File: config.mk
export PLATFORM = sky130hd
export DESIGN_NAME = dmc_clk_rst_gen
export DESIGN_NICKNAME = d
export VERILOG_FILES = /design/src/rtl/dmc_clk_pkg.sv /design/src/rtl/dmc_cfg_if.sv /design/src/rtl/dmc_tag_client.sv /design/src/rtl/dmc_clk_seq.sv /design/src/rtl/dmc_clk_downsample.sv /design/src/rtl/dmc_dly_line.sv /design/src/rtl/dmc_clk_rst_gen.sv
export VERILOG_INCLUDE_DIRS = /design/src /design/src/rtl
export SDC_FILE = /design/constraint.sdc
export NUM_CORES = 1
export LEC_CHECK = 0
export BUFFER_PORTS_ARGS = -buffer_cell sky130_fd_sc_hd__buf_2
export CAP_MARGIN = 15
export CORE_ASPECT_RATIO = 0.7
export CORE_MARGIN = 5
export CORE_UTILIZATION = 40
export DETAILED_ROUTE_END_ITERATION = 7
export GPL_ROUTABILITY_DRIVEN = 0
export PLACE_DENSITY = 0.68
export RECOVER_POWER = 100
export SYNTH_ARGS = -nofsm -noshare
export SYNTH_HDL_FRONTEND = slang
export SYNTH_SLANG_ARGS = --single-unit
File: constraint.sdc
create_clock -name ext_clk_i -period 1.9 [get_ports ext_clk_i]
set_input_delay 0.19 -clock ext_clk_i [delete_from_list [all_inputs] [get_ports ext_clk_i]]
set_output_delay 0.19 -clock ext_clk_i [all_outputs]
set_load 0.005 [all_outputs]
File: src/rtl/dmc_clk_settings.svh
`ifndef DMC_CLK_SETTINGS_SVH
`define DMC_CLK_SETTINGS_SVH

// number of DQS groups, each with its own strobe delay line
`define DMC_DQ_GROUPS_D 2

// width of a delay tap count, so a line can delay by 0 to 2**W - 1 extra cycles
`define DMC_TAP_W_D 4

// width of the divide count that sets the 1x clock half period
`define DMC_DS_W_D 4

// credits the sender owns after reset, equal to the config FIFO depth
`define DMC_CFG_CREDITS_D 2

// number of 2x cycles that rst_o stays high in each hold
`define DMC_RST_HOLD_D 8

`endif

File: src/rtl/dmc_clk_pkg.sv
`include "dmc_clk_settings.svh"

package dmc_clk_pkg;

  // committed or staged delay of one DQS group, in 2x cycles
  typedef logic [`DMC_TAP_W_D-1:0] dly_taps_t;

  // downsampler reload value, the 1x clock toggles every value plus one cycles
  typedef logic [`DMC_DS_W_D-1:0] ds_val_t;

  // one config word payload
  typedef logic [7:0] cfg_data_t;

  // config word address, selects how the payload is interpreted
  typedef enum logic [1:0] {
    CFG_DS_VAL  = 2'd0,
    CFG_DLY     = 2'd1,
    CFG_CTRL    = 2'd2,
    CFG_TRIGGER = 2'd3
  } cfg_addr_e;

  // controller reset sequencer states
  typedef enum logic [1:0] {
    SEQ_RESET = 2'd0,
    SEQ_HOLD  = 2'd1,
    SEQ_RUN   = 2'd2,
    SEQ_PARK  = 2'd3
  } seq_state_e;

endpackage

File: src/rtl/dmc_cfg_if.sv
`include "dmc_clk_settings.svh"

interface dmc_cfg_if
  import dmc_clk_pkg::*;
();

  // committed settings, all driven by the config client
  ds_val_t                             ds_val;
  logic                                ds_hold;
  logic                                ds_change;
  dly_taps_t [`DMC_DQ_GROUPS_D-1:0]    taps;

  // the sequencer is absorbing a change and cannot take another one yet
  logic                                seq_busy;

  modport client (
    output ds_val, ds_hold, ds_change, taps,
    input  seq_busy
  );

  modport seq (
    input  ds_change, ds_hold,
    output seq_busy
  );

  modport ds (input ds_val);

  modport dly (input taps);

endinterface

File: src/rtl/dmc_tag_client.sv
`include "dmc_clk_settings.svh"

module dmc_tag_client
  import dmc_clk_pkg::*;
(
  input  logic      clk_i,
  input  logic      reset_i,
  input  logic      cfg_v_i,
  input  cfg_addr_e cfg_addr_i,
  input  cfg_data_t cfg_data_i,
  output logic      cfg_credit_o,
  dmc_cfg_if.client cfg
);

  localparam int FIFO_DEPTH = `DMC_CFG_CREDITS_D;
  localparam int PTR_W      = $clog2(FIFO_DEPTH);
  localparam int CNT_W      = $clog2(FIFO_DEPTH + 1);

  cfg_addr_e addr_mem [FIFO_DEPTH];
  cfg_data_t data_mem [FIFO_DEPTH];

  logic [PTR_W-1:0] wr_ptr_q;
  logic [PTR_W-1:0] rd_ptr_q;
  logic [CNT_W-1:0] count_q;

  cfg_addr_e head_addr;
  cfg_data_t head_data;
  logic      seq_word;
  logic      push;
  logic      pop;

  dly_taps_t [`DMC_DQ_GROUPS_D-1:0] staged_q;
  dly_taps_t [`DMC_DQ_GROUPS_D-1:0] taps_q;
  ds_val_t                          ds_val_q;
  logic                             hold_q;
  logic                             change_q;
  logic                             credit_q;

  assign head_addr = addr_mem[rd_ptr_q];
  assign head_data = data_mem[rd_ptr_q];
  assign seq_word  = (head_addr == CFG_DS_VAL) || (head_addr == CFG_CTRL);

  // a word the sequencer must absorb waits at the head until the sequencer is idle;
  // change_q covers the cycle before seq_busy can rise
  assign push = cfg_v_i;
  assign pop  = (count_q != '0) && !(seq_word && (cfg.seq_busy || change_q));

  always_ff @(posedge clk_i) begin
    if (push) begin
      addr_mem[wr_ptr_q] <= cfg_addr_i;
      data_mem[wr_ptr_q] <= cfg_data_i;
    end
  end

  always_ff @(posedge clk_i) begin
    if (reset_i) begin
      wr_ptr_q <= '0;
      rd_ptr_q <= '0;
      count_q  <= '0;
    end else begin
      wr_ptr_q <= wr_ptr_q + PTR_W'(push);
      rd_ptr_q <= rd_ptr_q + PTR_W'(pop);
      count_q  <= count_q + CNT_W'(push) - CNT_W'(pop);
    end
  end

  // the popped word updates the settings, and the credit goes back in the same cycle
  always_ff @(posedge clk_i) begin
    if (reset_i) begin
      staged_q <= '0;
      taps_q   <= '0;
      ds_val_q <= '0;
      hold_q   <= 1'b0;
      change_q <= 1'b0;
      credit_q <= 1'b0;
    end else begin
      credit_q <= pop;
      change_q <= pop && seq_word;
      if (pop) begin
        unique case (head_addr)
          CFG_DS_VAL:  ds_val_q <= head_data[`DMC_DS_W_D-1:0];
          CFG_DLY:     staged_q[head_data[`DMC_TAP_W_D]] <= head_data[`DMC_TAP_W_D-1:0];
          CFG_CTRL:    hold_q <= head_data[0];
          CFG_TRIGGER: taps_q <= staged_q;
        endcase
      end
    end
  end

  assign cfg_credit_o  = credit_q;
  assign cfg.ds_val    = ds_val_q;
  assign cfg.ds_hold   = hold_q;
  assign cfg.ds_change = change_q;
  assign cfg.taps      = taps_q;

endmodule

File: src/rtl/dmc_clk_seq.sv
`include "dmc_clk_settings.svh"

module dmc_clk_seq
  import dmc_clk_pkg::*;
(
  input  logic   clk_i,
  input  logic   reset_i,
  dmc_cfg_if.seq cfg,
  output logic   ds_reset_o,
  output logic   rst_o,
  output logic   ready_o
);

  localparam int TIMER_W = $clog2(`DMC_RST_HOLD_D + 1);
  localparam logic [TIMER_W-1:0] HOLD_LOAD = TIMER_W'(`DMC_RST_HOLD_D - 1);

  seq_state_e        state_q;
  seq_state_e        state_n;
  logic [TIMER_W-1:0] timer_q;
  logic               load_timer;

  // a divide count or power change always wins over the normal progression
  always_comb begin
    state_n = state_q;
    if (cfg.ds_change) begin
      state_n = cfg.ds_hold ? SEQ_PARK : SEQ_HOLD;
    end else begin
      unique case (state_q)
        SEQ_RESET: state_n = SEQ_HOLD;
        SEQ_HOLD: begin
          if (timer_q == '0) begin
            state_n = SEQ_RUN;
          end
        end
        SEQ_RUN:  state_n = SEQ_RUN;
        SEQ_PARK: state_n = SEQ_PARK;
      endcase
    end
  end

  // the timer restarts on every entry into the hold, including a repeated change
  assign load_timer = (state_n == SEQ_HOLD) && ((state_q != SEQ_HOLD) || cfg.ds_change);

  always_ff @(posedge clk_i) begin
    if (reset_i) begin
      state_q <= SEQ_RESET;
      timer_q <= HOLD_LOAD;
    end else begin
      state_q <= state_n;
      if (load_timer) begin
        timer_q <= HOLD_LOAD;
      end else if (timer_q != '0) begin
        timer_q <= timer_q - 1'b1;
      end
    end
  end

  // the controller sees reset everywhere except in the run state
  assign rst_o   = (state_q != SEQ_RUN);
  assign ready_o = (state_q == SEQ_RUN);

  assign cfg.seq_busy = (state_q == SEQ_HOLD);

  // keep the divider cleared while parked so the 1x clock stops and restarts cleanly
  assign ds_reset_o = (state_q == SEQ_RESET) || (state_q == SEQ_PARK);

endmodule

File: src/rtl/dmc_clk_downsample.sv
module dmc_clk_downsample
  import dmc_clk_pkg::*;
(
  input  logic  clk_i,
  input  logic  reset_i,
  input  logic  hold_i,
  dmc_cfg_if.ds cfg,
  output logic  clk_1x_o
);

  ds_val_t count_q;
  logic    clk_q;

  // down counter, at zero it reloads and flips the 1x clock;
  // with a divide count of 0 the output toggles every 2x cycle
  always_ff @(posedge clk_i) begin
    if (reset_i || hold_i) begin
      count_q <= '0;
      clk_q   <= 1'b0;
    end else if (count_q == '0) begin
      count_q <= cfg.ds_val;
      clk_q   <= ~clk_q;
    end else begin
      count_q <= count_q - 1'b1;
    end
  end

  // the 1x clock is a register on the 2x clock, not a generated clock
  assign clk_1x_o = clk_q;

endmodule

File: src/rtl/dmc_dly_line.sv
`include "dmc_clk_settings.svh"

module dmc_dly_line (
  input  logic                         clk_i,
  input  logic                         reset_i,
  dmc_cfg_if.dly                       cfg,
  input  logic [`DMC_DQ_GROUPS_D-1:0]  dqs_i,
  output logic [`DMC_DQ_GROUPS_D-1:0]  dqs_o
);

  localparam int DEPTH = 1 << `DMC_TAP_W_D;

  for (genvar g = 0; g < `DMC_DQ_GROUPS_D; g++) begin : g_group
    // the live input forms tap 0 of the window, so the register holds one stage less
    logic [DEPTH-2:0] shift_q;
    logic [DEPTH-1:0] window;
    logic             dqs_q;

    assign window = {shift_q, dqs_i[g]};

    always_ff @(posedge clk_i) begin
      if (reset_i) begin
        shift_q <= '0;
        dqs_q   <= 1'b0;
      end else begin
        shift_q <= window[DEPTH-2:0];
        // tap n sees the input n cycles late, and the output register adds one more
        dqs_q   <= window[cfg.taps[g]];
      end
    end

    assign dqs_o[g] = dqs_q;
  end

endmodule

File: src/rtl/dmc_clk_rst_gen.sv
`include "dmc_clk_settings.svh"

module dmc_clk_rst_gen
  import dmc_clk_pkg::*;
(
  input  logic                         ext_clk_i,
  input  logic                         reset_i,
  input  logic                         cfg_v_i,
  input  cfg_addr_e                    cfg_addr_i,
  input  cfg_data_t                    cfg_data_i,
  output logic                         cfg_credit_o,
  input  logic [`DMC_DQ_GROUPS_D-1:0]  dqs_i,
  output logic [`DMC_DQ_GROUPS_D-1:0]  dqs_o,
  output logic                         clk_1x_o,
  output logic                         rst_o,
  output logic                         ready_o
);

  logic ds_reset;

  dmc_cfg_if cfg ();

  // config words arrive here and become committed settings
  dmc_tag_client u_client (
    .clk_i        (ext_clk_i),
    .reset_i      (reset_i),
    .cfg_v_i      (cfg_v_i),
    .cfg_addr_i   (cfg_addr_i),
    .cfg_data_i   (cfg_data_i),
    .cfg_credit_o (cfg_credit_o),
    .cfg          (cfg)
  );

  dmc_clk_seq u_seq (
    .clk_i      (ext_clk_i),
    .reset_i    (reset_i),
    .cfg        (cfg),
    .ds_reset_o (ds_reset),
    .rst_o      (rst_o),
    .ready_o    (ready_o)
  );

  // the sequencer can hold the divider in reset to save power
  dmc_clk_downsample u_ds (
    .clk_i    (ext_clk_i),
    .reset_i  (reset_i),
    .hold_i   (ds_reset),
    .cfg      (cfg),
    .clk_1x_o (clk_1x_o)
  );

  dmc_dly_line u_dly (
    .clk_i   (ext_clk_i),
    .reset_i (reset_i),
    .cfg     (cfg),
    .dqs_i   (dqs_i),
    .dqs_o   (dqs_o)
  );

endmodule

==> flow_summary.ini <==
[status]
status = completed

[logic_synthesis]
syn_nets = 316
synth-edff-count = 14
syn_area_per_cell_um2 = 11.4
synth-seq-cells = 84
syn_inst = 291
synthArstFlopShare_pct = 0
yosys_warnings = 0
synth-main-ff-cell = dfxtp_1
ys_types = 39
yosysSeqAreaShare_pct = 55.1
syn_area_mm2 = 0.00331

[clock_network]
clock_latency_ps = 330
cts_tree = built
cts_buffers = 9
cts.sinks = 84
cts_root_buffer = clkbuf_16
path_clk_slew_ps = 60
htree_levels = 3
postCtsHoldBufs = 0
clock_path_buffers = 2

[grt]
grt-busiest-layer = met2
antenna_found_initial = 0
grt_pass1_wl_mm = 9.86
groute.usage.overall_pct = 12.0
grtUsageMet3_pct = 4.28
overflow = 0
met1_usage_pct = 16.3
grt_pass1_vias = 2035
use_met2_pct = 18.0
grt_max_degree = 63

[cells_and_area]
areaGrowthSynthToFinish_pct = 17.1
layout-drive-gt1-share_pct = 18.3
final_common_cell = dfxtp_1
ff_latch_area_mm2 = 0.00182
diodes = 0
final_cell_mix = dfxtp_1 (68), nor2b_1 (34), nor2_1 (31)
nFillCells = 737
nets = 344
multiInputGateArea_mm2 = 0.00144

[setup_path]
cp_cell_sequence = inv_2, ha_4, or2_4, a21oi_4, ha_4, inv_2, ha_4, xor2_1, xnor2_1, nor2_1
worstPathRequired_ps = 2090
slowest_delay_ps = 330
worst-setup-path-type = flip-flop to flip-flop
worst_path_max_delay_cell = dfxtp_2
cp_data_arrival_time_ps = 2060
crit_fanout = 2
critPathMostFrequentCell = ha_4
end_kind = flip-flop
start_kind = flip-flop

[floorplanning]
start_util_pct = 41.5
coreArea_mm2 = 0.00797
die_w_um = 119
die_h_um = 86.1
die-area_mm2 = 0.0102
ios = 21
num_rows = 27

[sta]
setup_ws_ps = 32.7
fin_crit_sh_pct = 98.3
finalSetupViolCount = 0
hold_viol = 0
fmax_ghz = 0.536
slew_viol_final = 0
clock_skew_ps = 5.11
fin_crit_ps = 1870
maxSlewHeadroom_pct = 60.5
rsz0062_at_grt = yes
hold-worst-slack_ps = 44.9
worst_slew_pin_slew_ps = 593

[placed_design]
post-place-ws_ps = -15.9
dp_hpwl_mm = 3.81
place.port_buffers = 17

[hold_path]
hold_class = input port to flip-flop

[routing]
wl_per_cell_um = 13.3
drt-total-wl_mm = 5.62
dr.pass1.iters = 4
drt_iter0_drc = 61
ant_nets = 0
vias = 2072
drc = 0
viasPerCell = 4.89

[pwr]
leakagePower_nw = 1.48
ir_drop_mv = 0.683
power_per_cell_area_mw_per_mm2 = 1150

[job]
maxCapViolations = 0
==> cell type report <==
class / count / share of cell area [%]
flip-flops and latches: 84 / 47.1
multi-input cells: 182 / 37.0
clock buffers: 11 / 6.27
repair buffers: 30 / 4.49
well taps: 101 / 3.26
inverters: 12 / 1.16
clock inverters: 4 / 0.678
==> what timing repair did <==
item,CTS,global route
resized for setup,1,8
pin swaps,1,6
setup endpoints to repair,1,1
buffers inserted,0,1
==> metal layers <==
layer	vias up	routed length, µm
li1	1057	-
met1	980	2890
met2	23	2450
met3	12	197
met4	0	72
met5	-	0
==> registers in the layout (all words and copies together), names as in the netlist <==
signal                  flops
u_client.cfg_credit_o       1
u_client.cfg.ds_change      1
u_client.wr_ptr_q           1
u_client.cfg.ds_hold        1
u_client.cfg.ds_val         4
u_dly.g_group.dqs_q         2
u_client.staged_q           8
u_client.data_mem          10
u_dly.g_group.shift_q      30
u_client.cfg.taps           8
u_client.addr_mem           4
u_ds.count_q                4
u_ds.clk_1x_o               1
u_seq.state_q               2
u_seq.timer_q               4
u_client.count_q            2
u_client.rd_ptr_q           1
==> cell usage after synthesis (3+ instances only) <==
library cell,instances,area share [%]
a211o_1,3,0.79
a211oi_1,3,0.68
a21oi_1,6,0.91
clkbuf_1,8,0.91
dfxtp_1,70,42
edfxtp_1,14,13
ha_1,10,3.8
inv_1,12,1.4
mux2_2,6,2.0
mux2i_1,28,8.5
mux4_2,4,2.7
nand2_1,7,0.79
nand2b_1,4,0.76
nand3_1,5,0.76
nor2_1,31,3.5
nor2b_1,34,6.4
nor3_1,5,0.76
o21ai_0,3,0.45
or3_1,4,0.76
or3b_1,5,1.3
xnor2_1,3,0.79
==> critical path: cells and delay by family, from the launching register on <==
| kind | cells | cell delay [ps] |
|---|---|---|
| AO/OA/AOI/OAI | 1 | 180 |
| XOR/XNOR | 2 | 310 |
| adder cells (fa/ha/maj) | 3 | 490 |
| buffers and inverters | 2 | 110 |
| flip-flops | 1 | 330 |
| AND/OR/NAND/NOR | 2 | 310 |
==> final timing paths <==
check / slack [ps] / cells past startpoint / start / endpoint
setup / recovery: 30 / 10 / u_seq.state_q[1] / u_client.count_q[1]
hold / removal: 40 / 1 / cfg_data_i[2] / u_client.data_mem[1][2]
setup reg to reg: 30 / 10 / u_seq.state_q[1] / u_client.count_q[1]
hold reg to reg: 460 / 1 / u_dly.g_group[1].shift_q[5] / u_dly.g_group[1].shift_q[6]
==> report_power, final <==
part	leakage [nW]	switching [mW]	internal (mW)
Sequential	0.700	0.0788	1.93
Clock	0.128	0.648	0.911
Combinational	0.649	0.455	0.449
Total	1.48	1.18	3.29
==> through the flow <==
step | cells | area (µm²) | setup TNS, ps | utilization, % | total power [mW]
floorplan | 291 | 3330 | 0 | - | 2.65
global placement | 408 | 3570 | 0 | 44.7 | 2.86
detailed placement | 408 | 3570 | -15.9 | 44.7 | 2.88
CTS | 423 | 3840 | 0 | 48.1 | 4.45
global route | 424 | 3870 | -47.2 | 48.6 | 4.71
finish | 424 | 3870 | 0 | 48.6 | 4.47
==> cell families after synthesis <==
family	count (synthesis)	synth area share [%]
adders and majority gates	10	3.78
and+or+nand+nor	101	16.7
AOI/OAI and AO/OA	27	6.13
DFF	84	55.1
buffers and inverters	25	3.37
muxes	39	13.7
xor gates and xnor gates	5	1.32
(Power assumes the default switching activity.)
